$ cat config.mk
export PLATFORM = sky130hd
export DESIGN_NAME = spdif_tx
export DESIGN_NICKNAME = d
export VERILOG_FILES = /design/src/hdl/spdif_pkg.sv /design/src/hdl/byte_fifo.sv /design/src/hdl/sample_assembler.sv /design/src/hdl/bmc_encoder.sv /design/src/hdl/spdif_tx.sv
export VERILOG_INCLUDE_DIRS = /design/src /design/src/hdl
export SDC_FILE = /design/constraint.sdc
export NUM_CORES = 1
export LEC_CHECK = 0
export BUFFER_PORTS_ARGS = -buffer_cell sky130_fd_sc_hd__buf_2
export CORE_MARGIN = 3
export CORE_UTILIZATION = 29
export CTS_CLUSTER_SIZE = 25
export DETAILED_ROUTE_END_ITERATION = 8
export PLACE_DENSITY = 0.41
export SLEW_MARGIN = 0
export SYNTH_ARGS = -nofsm -noshare
export SYNTH_HDL_FRONTEND = slang
export SYNTH_SLANG_ARGS = --single-unit
$ cat constraint.sdc
create_clock -name byte_clk_i -period 3.3 [get_ports byte_clk_i]
set_input_delay 0.495 -clock byte_clk_i [delete_from_list [all_inputs] [get_ports byte_clk_i]]
set_output_delay 0.495 -clock byte_clk_i [all_outputs]
set_load 0.005 [all_outputs]
$ cat src/hdl/spdif_defines.svh
/*
 * S/PDIF transmitter constants: FIFO geometry, block and subframe sizes, bit-depth codes.
 */
`ifndef SPDIF_DEFINES_SVH
`define SPDIF_DEFINES_SVH

// ====================
// Byte FIFO geometry
// ====================
// The depth must stay a power of two so the wrap bit of each pointer works.
`define SPDIF_FIFO_DEPTH 16
`define SPDIF_FIFO_AW 4

// ====================
// IEC 60958 framing
// ====================
// One block is 192 frames, which is 384 subframes.
`define SPDIF_BLOCK_SUBFRAMES 384
// Time slots per subframe. Each slot is two half-cells on the line.
`define SPDIF_SLOTS 32
// Width of the audio field that follows the 4-slot preamble.
`define SPDIF_AUDIO_BITS 24

// ====================
// Bit-depth codes
// ====================
`define SPDIF_BIT_DEPTH_16 2'd0
`define SPDIF_BIT_DEPTH_24 2'd1
`define SPDIF_BIT_DEPTH_DOP 2'd2
// Any stream with this code is not accepted by the assembler.
`define SPDIF_BIT_DEPTH_INVALID 2'd3

`endif

$ cat src/hdl/spdif_pkg.sv
/*
 * Types shared by the S/PDIF transmitter: subframe layout, bit depth and preamble selection.
 */
`include "spdif_defines.svh"

package spdif_pkg;

    // DoP is framed exactly like 24-bit PCM.
    typedef enum logic [1:0] {
        BIT_DEPTH_16      = `SPDIF_BIT_DEPTH_16,
        BIT_DEPTH_24      = `SPDIF_BIT_DEPTH_24,
        BIT_DEPTH_DOP     = `SPDIF_BIT_DEPTH_DOP,
        BIT_DEPTH_INVALID = `SPDIF_BIT_DEPTH_INVALID
    } bit_depth_e;

    // Bit 0 of the struct is the first audio bit on the line. The fields that follow
    // the audio go out in the order V, U, C and P, so slot n of the subframe is bit n - 4.
    typedef struct packed {
        logic                          parity;
        logic                          channel_status;
        logic                          user;
        logic                          validity;
        logic [`SPDIF_AUDIO_BITS-1:0]  audio;
    } subframe_t;

    // B opens a block, M marks the other left subframes and W marks every right subframe.
    typedef enum logic [1:0] {
        PRE_B,
        PRE_M,
        PRE_W
    } preamble_e;

    // Returns the eight preamble half-cells, bit 7 first on the line.
    // The first half-cell always inverts the level the line was left at.
    function automatic logic [7:0] preamble_pattern(preamble_e pre, logic line_level);
        logic [7:0] pat;
        case (pre)
            PRE_B:   pat = line_level ? 8'b00010111 : 8'b11101000;
            PRE_M:   pat = line_level ? 8'b00011101 : 8'b11100010;
            default: pat = line_level ? 8'b00011011 : 8'b11100100;
        endcase
        return pat;
    endfunction

endpackage

$ cat src/hdl/byte_fifo.sv
/*
 * Synchronous byte FIFO for the S/PDIF transmitter.
 * First-word fall-through read port with full and empty flags.
 */
`timescale 1ns/1ps
`include "spdif_defines.svh"

module byte_fifo (
    input  logic       byte_clk_i,
    input  logic       reset_i,
    input  logic       wr_en_i,
    input  logic [7:0] wr_data_i,
    output logic       full_o,
    input  logic       rd_en_i,
    output logic [7:0] rd_data_o,
    output logic       empty_o
);

    localparam int AW = `SPDIF_FIFO_AW;

    // Storage array. Only the entries between the two pointers hold valid bytes.
    logic [7:0]  mem [`SPDIF_FIFO_DEPTH];

    // Both pointers carry one extra wrap bit above the address.
    logic [AW:0] wr_ptr;
    logic [AW:0] rd_ptr;
    logic        do_write;
    logic        do_read;

    // Same address with different wrap bits means the writer is a full lap ahead.
    assign full_o  = (wr_ptr[AW] != rd_ptr[AW]) && (wr_ptr[AW-1:0] == rd_ptr[AW-1:0]);
    assign empty_o = (wr_ptr == rd_ptr);

    // Writes into a full FIFO and reads from an empty one are dropped here.
    assign do_write = wr_en_i && !full_o;
    assign do_read  = rd_en_i && !empty_o;

    // The head entry is always visible, so a reader sees the byte before it pops it.
    assign rd_data_o = mem[rd_ptr[AW-1:0]];

    // ====================
    // Storage write
    // ====================
    always_ff @(posedge byte_clk_i) begin
        if (do_write) begin
            mem[wr_ptr[AW-1:0]] <= wr_data_i;
        end
    end

    // ====================
    // Pointers
    // ====================
    always_ff @(posedge byte_clk_i or posedge reset_i) begin
        if (reset_i) begin
            wr_ptr <= '0;
            rd_ptr <= '0;
        end else begin
            if (do_write) begin
                wr_ptr <= wr_ptr + 1'b1;
            end
            if (do_read) begin
                rd_ptr <= rd_ptr + 1'b1;
            end
        end
    end

endmodule

$ cat src/hdl/sample_assembler.sv
/*
 * S/PDIF sample assembler. Pops 2 or 3 bytes per channel sample, builds the subframe
 * with its parity bit and offers it to the encoder on a four-phase handshake.
 */
`timescale 1ns/1ps

module sample_assembler (
    input  logic                   byte_clk_i,
    input  logic                   reset_i,
    input  spdif_pkg::bit_depth_e  bit_depth_i,
    input  logic [7:0]             rd_data_i,
    input  logic                   empty_i,
    output logic                   rd_en_o,
    output logic                   sf_req_o,
    output spdif_pkg::subframe_t   sf_data_o,
    input  logic                   sf_ack_i,
    output logic                   active_o
);

    import spdif_pkg::*;

    // Number of bytes of the current sample already popped.
    logic [1:0] byte_idx;
    // Set when the build register holds a complete subframe not yet handed over.
    logic       sample_done;
    // Subframe under construction. Its parity field is the running parity.
    subframe_t  sf_build;
    subframe_t  build_next;

    logic       depth_ok;
    logic       last_byte;
    logic       is_16;
    logic [1:0] lane;
    logic       handoff;

    // ====================
    // Byte sequencing
    // ====================
    // A 16-bit sample takes two bytes and a 24-bit or DoP sample takes three.
    // The invalid code keeps the assembler from popping anything.
    always_comb begin
        depth_ok  = 1'b1;
        last_byte = 1'b0;
        is_16     = 1'b0;
        case (bit_depth_i)
            BIT_DEPTH_16: begin
                is_16     = 1'b1;
                last_byte = (byte_idx == 2'd1);
            end
            BIT_DEPTH_24, BIT_DEPTH_DOP: begin
                last_byte = (byte_idx == 2'd2);
            end
            default: begin
                depth_ok = 1'b0;
            end
        endcase
    end

    // Pop only while there is room to finish the sample in the build register.
    assign rd_en_o = depth_ok && !empty_i && !sample_done;

    // 16-bit samples are left-justified in the 24-bit field, so their bytes start at lane 1.
    assign lane = byte_idx + {1'b0, is_16};

    // Next value of the build register if the head byte is popped this cycle.
    always_comb begin
        build_next = sf_build;
        if (byte_idx == 2'd0) begin
            // A new sample starts with a clean field. V, U and C stay zero.
            build_next = '0;
        end
        build_next.audio[{lane, 3'b000} +: 8] = rd_data_i;
        // Parity builds up one byte at a time, as each byte arrives.
        build_next.parity = build_next.parity ^ (^rd_data_i);
    end

    // The output slot is free once the previous handshake has fully closed.
    assign handoff = sample_done && !sf_req_o && !sf_ack_i;

    // ====================
    // Control state
    // ====================
    always_ff @(posedge byte_clk_i or posedge reset_i) begin
        if (reset_i) begin
            byte_idx    <= 2'd0;
            sample_done <= 1'b0;
            sf_req_o    <= 1'b0;
            active_o    <= 1'b0;
        end else begin
            if (rd_en_o) begin
                if (last_byte) begin
                    byte_idx    <= 2'd0;
                    sample_done <= 1'b1;
                end else begin
                    byte_idx <= byte_idx + 2'd1;
                end
            end else if (handoff) begin
                sample_done <= 1'b0;
            end

            // Four-phase handshake. Request rises on handoff and falls once acknowledged.
            if (handoff) begin
                sf_req_o <= 1'b1;
            end else if (sf_ack_i) begin
                sf_req_o <= 1'b0;
            end

            // The stream is live from the first pop until nothing is left anywhere here.
            if (rd_en_o) begin
                active_o <= 1'b1;
            end else if (empty_i && byte_idx == 2'd0 && !sample_done && !sf_req_o) begin
                active_o <= 1'b0;
            end
        end
    end

    // ====================
    // Payload registers
    // ====================
    always_ff @(posedge byte_clk_i) begin
        if (rd_en_o) begin
            sf_build <= build_next;
        end
        // Held stable for the whole time the request is up.
        if (handoff) begin
            sf_data_o <= sf_build;
        end
    end

endmodule

$ cat src/hdl/bmc_encoder.sv
/*
 * S/PDIF biphase-mark encoder. Sends one 64 half-cell subframe per request,
 * choosing B, M or W preambles and counting subframes within a block.
 */
`timescale 1ns/1ps
`include "spdif_defines.svh"

module bmc_encoder (
    input  logic                  byte_clk_i,
    input  logic                  reset_i,
    input  logic                  sf_req_i,
    input  spdif_pkg::subframe_t  sf_data_i,
    output logic                  sf_ack_o,
    output logic                  busy_o,
    output logic                  spdif_o
);

    import spdif_pkg::*;

    // One clock cycle is one half-cell on the line.
    localparam int HALF_CELLS = 2 * `SPDIF_SLOTS;
    localparam int HC_W       = $clog2(HALF_CELLS);
    localparam int PRE_CELLS  = 8;
    // Last half-cell of the audio field, after which V, U, C and P follow.
    localparam int AUDIO_END  = PRE_CELLS + 2 * `SPDIF_AUDIO_BITS - 1;
    localparam int CNT_W      = $clog2(`SPDIF_BLOCK_SUBFRAMES);

    typedef enum logic [1:0] {
        ST_IDLE,
        ST_PREAMBLE,
        ST_DATA,
        ST_CONTROL
    } state_e;

    state_e            state;
    // Index of the half-cell driven on the next clock edge.
    logic [HC_W-1:0]   half_cell;
    // Index within the block of the next subframe to start.
    logic [CNT_W-1:0]  sf_count;
    logic [7:0]        pre_pat;
    subframe_t         sf_latch;

    logic              boundary;
    logic              start_sf;
    preamble_e         pre_sel;
    logic [7:0]        start_pat;
    logic [HC_W-2:0]   bit_idx;
    logic              data_bit;

    // The counter wraps to zero after the last control half-cell, and that edge
    // opens the next subframe. In idle every edge is a possible start.
    assign boundary = (state == ST_IDLE) || (state == ST_CONTROL && half_cell == '0);

    // A request still up while our ack is high is the one already taken.
    assign start_sf = boundary && sf_req_i && !sf_ack_o;

    // Even counts are left channel, odd counts right. Count zero opens the block.
    assign pre_sel   = (sf_count == '0) ? PRE_B : (sf_count[0] ? PRE_W : PRE_M);
    assign start_pat = preamble_pattern(pre_sel, spdif_o);

    // Slot number minus the four preamble slots gives the subframe bit.
    assign bit_idx  = half_cell[HC_W-1:1] - (HC_W-1)'(PRE_CELLS / 2);
    assign data_bit = sf_latch[bit_idx];

    assign busy_o = (state != ST_IDLE);

    // ====================
    // Line FSM
    // ====================
    always_ff @(posedge byte_clk_i or posedge reset_i) begin
        if (reset_i) begin
            state     <= ST_IDLE;
            half_cell <= '0;
            sf_count  <= '0;
            sf_ack_o  <= 1'b0;
            spdif_o   <= 1'b1;
        end else begin
            // Ack rises when the subframe is latched and drops after the request does.
            if (start_sf) begin
                sf_ack_o <= 1'b1;
            end else if (!sf_req_i) begin
                sf_ack_o <= 1'b0;
            end

            if (boundary) begin
                if (start_sf) begin
                    state     <= ST_PREAMBLE;
                    half_cell <= HC_W'(1);
                    spdif_o   <= start_pat[7];
                    if (sf_count == CNT_W'(`SPDIF_BLOCK_SUBFRAMES - 1)) begin
                        sf_count <= '0;
                    end else begin
                        sf_count <= sf_count + 1'b1;
                    end
                end else begin
                    // No data at the boundary ends the stream. The line keeps its level.
                    state     <= ST_IDLE;
                    half_cell <= '0;
                    sf_count  <= '0;
                end
            end else begin
                half_cell <= half_cell + 1'b1;
                case (state)
                    ST_PREAMBLE: begin
                        spdif_o <= pre_pat[3'd7 - half_cell[2:0]];
                        if (half_cell == HC_W'(PRE_CELLS - 1)) begin
                            state <= ST_DATA;
                        end
                    end
                    ST_DATA, ST_CONTROL: begin
                        // Every slot opens with a transition; a one adds another mid-slot.
                        if (!half_cell[0]) begin
                            spdif_o <= ~spdif_o;
                        end else begin
                            spdif_o <= spdif_o ^ data_bit;
                        end
                        if (state == ST_DATA && half_cell == HC_W'(AUDIO_END)) begin
                            state <= ST_CONTROL;
                        end
                    end
                    default: begin
                        state <= ST_IDLE;
                    end
                endcase
            end
        end
    end

    // ====================
    // Subframe latch
    // ====================
    always_ff @(posedge byte_clk_i) begin
        if (start_sf) begin
            sf_latch <= sf_data_i;
            pre_pat  <= start_pat;
        end
    end

endmodule

$ cat src/hdl/spdif_tx.sv
/*
 * S/PDIF transmitter top level. Chains the byte FIFO, the sample assembler and the encoder.
 */
`timescale 1ns/1ps

module spdif_tx (
    input  logic                   byte_clk_i,
    input  logic                   reset_i,
    input  spdif_pkg::bit_depth_e  bit_depth_i,
    input  logic                   wr_en_i,
    input  logic [7:0]             wr_data_i,
    output logic                   full_o,
    output logic                   streaming_o,
    output logic                   spdif_o
);

    import spdif_pkg::*;

    // FIFO read port.
    logic [7:0] rd_data;
    logic       rd_en;
    logic       empty;

    // Subframe handshake between assembler and encoder.
    logic       sf_req;
    subframe_t  sf_data;
    logic       sf_ack;

    logic       asm_active;
    logic       enc_busy;

    byte_fifo byte_fifo_inst (
        .byte_clk_i (byte_clk_i),
        .reset_i    (reset_i),
        .wr_en_i    (wr_en_i),
        .wr_data_i  (wr_data_i),
        .full_o     (full_o),
        .rd_en_i    (rd_en),
        .rd_data_o  (rd_data),
        .empty_o    (empty)
    );

    sample_assembler sample_assembler_inst (
        .byte_clk_i  (byte_clk_i),
        .reset_i     (reset_i),
        .bit_depth_i (bit_depth_i),
        .rd_data_i   (rd_data),
        .empty_i     (empty),
        .rd_en_o     (rd_en),
        .sf_req_o    (sf_req),
        .sf_data_o   (sf_data),
        .sf_ack_i    (sf_ack),
        .active_o    (asm_active)
    );

    bmc_encoder bmc_encoder_inst (
        .byte_clk_i (byte_clk_i),
        .reset_i    (reset_i),
        .sf_req_i   (sf_req),
        .sf_data_i  (sf_data),
        .sf_ack_o   (sf_ack),
        .busy_o     (enc_busy),
        .spdif_o    (spdif_o)
    );

    // The assembler covers the stream start and the encoder covers the tail.
    assign streaming_o = asm_active | enc_busy;

endmodule

==> summary.txt <==
Run status
  • Outcome: complete, no violations

Layout
  • Layout Nets: 684
  • FILL cells: around 3,200
  • Area delta synth->final: 15.7%
  • FF/Latch Area: 7100 sq um
  • Share of layout cells above drive strength 1: 0.214
  • Multi-input gate area: 2700 sq um
  • Ant diodes: 0

Hold path
  • Hold WC Path Type: input port to asynchronous set/reset pin

Synth
  • Area leader, netlist: edfxtp_1
  • Netlist cell types: 53
  • Post-Synthesis Cells: 605
  • Largest cells by area after synthesis: edfxtp_1 (62%), mux4_2 (9.2%), dfrtp_1 (8.2%), xnor2_1 (2.6%), ha_1 (2.0%)
  • Sequential share of the synthesized area: 0.708
  • Post-synth EDFFs: 208
  • Ys Warns: 0
  • Mapped Area: 10,000 sq um
  • Post-synth top flop: edfxtp_1
  • Most common cell in the netlist: edfxtp_1
  • Top-area cell type share of the netlist area: 0.623
  • FFs w/ async S/R, synth: 0.140
  • Net count after synthesis: around 630
  • Commonest cells post-synth: edfxtp_1 (208), nor2_1 (51), mux4_2 (41)
  • Seq cells post-synth: 242
  • Post-Syn Area per Cell: 16.6 sq um

STA
  • Final Cycle Share: 0.850
  • Setup violators final: 0
  • Slew HR: 0.268
  • RSZ-0062 raised after global routing: false
  • Setup tns final: 0 ps
  • Slew Viols, Final: 0
  • Tmin final: 2800 ps
  • Final Hold Fails: 0
  • Clock skew: 9.68 ps
  • Worst slew pin tran: approximately 1100 ps
  • Highest clock rate: 357 MHz
  • Fin worst setup slack: 496 ps

GRT
  • GRT Total Usage: 0.114
  • Grt met3 use: 0.0219
  • Number of global-route vias before repair: 5,359
  • Met2 global-route usage: 0.194
  • Most Crowded Layer GR: met2
  • First-pass GRT wire length: 32,100 microns
  • Grt total ovfl: 0
  • Largest net degree at the start of global routing: 33
  • Grt met1 use: 0.150
  • Initial antenna violation count: 1

Route
  • Pre-antenna DRT Iters: 4
  • First DRT Iteration DRCs: 351
  • DRT Wirelength: 20,500 microns
  • Residual DRC: 0
  • Routed via count: a little over 5,000
  • Drt wl/cell: 18.3 microns
  • DRT antenna net count: 0
  • Vias per cell: 4.55

Placed design
  • DP Worst Slack: 459 ps
  • IO Port Bufs: 15
  • HPWL after DPL: roughly 14,000 microns
  • Routability Congestion: 0.731

CTS
  • Clk sinks: between 200 and 250
  • Root Driver: clkbuf_16
  • CTS tree: built
  • Worst-path clk slew: around 60 ps
  • Post-CTS resize count: 0
  • TritonCTS Buffers: 27
  • Buffer count from post-CTS setup fixing: 0
  • Maximum clock insertion buffer count: 3
  • Clock latency at the later pin of the worst-skew pair: 520 ps
  • H-tree levels: 1
  • Hold_buf cts: 0

Floorplanning
  • Starting Density: 0.297
  • Die width: roughly 190 microns
  • DIE AREA: between 30,000 and 40,000 sq um
  • Total core area: 33,800 sq um
  • Die height: between 150 and 200 microns
  • Row cnt: 67
  • I/O Pins: 16

Pwr
  • Leakage power: roughly 0.004 uW
  • Power density over the cells: 807 nW/um^2
  • Peak supply drop: approximately 0.40 mV

Critical path
  • Worst EP arrival: 3060 ps
  • Startpoint types: flop
  • Crit. End Element: flop
  • Required @ worst endpoint: 3560 ps
  • Crit path largest cell delay: 630 ps
  • Critical path peak fanout: 19
  • Crit Path Class: flop to flop
  • Slowest cell on the critical path: dfrtp_2
  • Worst path cell trace: buf_12 -> mux4_2 -> mux2i_1 -> xnor2_1 -> o21ai_1 -> xnor3_1

Job
  • Max Cap Viol: 0
[cell usage in the layout (no fill, tap or decap), drive strengths merged, types with 9 or more instances in the layout]
cell type,netlist,layout
mux4,41,41
clkinv,0,13
nand3,11,11
buf,15,45
clkbuf,9,29
dfrtp,33,33
o21ai,28,28
nand4,9,9
nand2,39,39
ha,16,16
nor2,51,51
mux2i,14,14
edfxtp,208,208
inv,25,25
xnor2,30,30
[logic make-up after synthesis]
group | Yosys count | synth area share
adder cells (fa/ha/maj) | 16 | 0.0200
AND/OR/NAND/NOR | 146 | 0.0694
flip-flops | 242 | 0.708
AO/OA/AOI/OAI | 55 | 0.0333
multiplexers | 59 | 0.111
buffers and inverters | 49 | 0.0233
XOR/XNOR | 38 | 0.0359
[final cells by class]
| class | instances | area share |
|---|---|---|
| Tap cell | 448 | 0.0483 |
| Timing Repair Buffer | 45 | 0.0269 |
| Inverter | 25 | 0.00808 |
| Multi-Input combinational cell | 314 | 0.233 |
| Sequential cell | 242 | 0.611 |
| Clock buffer | 29 | 0.0588 |
| Clock inverter | 19 | 0.0135 |
[registers in the layout, summed over array words and instances (netlist names)]
signal,flops
byte_fifo_inst.mem,128
bmc_encoder_inst.sf_latch,25
sample_assembler_inst.sf_build,25
sample_assembler_inst.sf_data_o,25
bmc_encoder_inst.sf_count,9
bmc_encoder_inst.half_cell,6
bmc_encoder_inst.pre_pat,5
byte_fifo_inst.rd_ptr,5
byte_fifo_inst.wr_ptr,5
bmc_encoder_inst.state,2
sample_assembler_inst.byte_idx,2
bmc_encoder_inst.sf_ack_o,1
bmc_encoder_inst.spdif_o,1
sample_assembler_inst.active_o,1
sample_assembler_inst.sample_done,1
sample_assembler_inst.sf_req_o,1
[worst max-delay path: cells and delay by family (launching register included)]
kind,cells,cell delay [ps]
flip-flops,1,630
XOR/XNOR,2,590
multiplexers,2,860
AO/OA/AOI/OAI,1,190
buffers and inverters,1,250
[final timing paths]
check | to | slack [ps] | startpoint | cells past startpoint
max | sample_assembler_inst.sf_build[27]$_DFFE_PP_ | 500 | byte_fifo_inst.rd_ptr[0]$_DFFE_PP0P_ | 6
min | bmc_encoder_inst.sf_count[3]$_DFFE_PP0N_ | 240 | reset_i | 2
max reg2reg | sample_assembler_inst.sf_build[27]$_DFFE_PP_ | 500 | byte_fifo_inst.rd_ptr[0]$_DFFE_PP0P_ | 6
min reg2reg | bmc_encoder_inst.sf_latch[13]$_DFFE_PP_ | 420 | sample_assembler_inst.sf_data_o[13]$_DFFE_PP_ | 0
max in group asynchronous | byte_fifo_inst.rd_ptr[0]$_DFFE_PP0P_ | 2310 | reset_i | 3
min in group byte_clk_i | byte_fifo_inst.mem[10][0]$_DFFE_PP_ | 360 | wr_data_i[0] | 1
[per-layer routing]
layer	share of wire	wire length [microns]
met4	0.026	530
met5	0.00063	13
met1	0.45	9190
met3	0.034	689
met2	0.49	10100
[where the power goes]
group	switching, uW	internal (uW)
combinational	1350	1210
sequential	263	3730
clock	1170	1650
[per-stage QoR]
| stage | utilization | cells | hold slack [ps] | power (uW) | cell area [sq um] |
|---|---|---|---|---|---|
| 5_1_grt | 0.344 | 1122 | 317 | 9890 | 11600 |
| 3_5_place_dp | 0.319 | 1074 | 405 | 6650 | 10800 |
| 6_report | 0.344 | 1122 | 245 | 9370 | 11600 |
| 4_1_cts | 0.344 | 1122 | 280 | 9530 | 11600 |
| 3_3_place_gp | 0.319 | 1074 | 406 | 6640 | 10800 |
| 2_1_floorplan | - | 605 | 400 | 5890 | 10000 |
(Power assumes the default switching activity.)
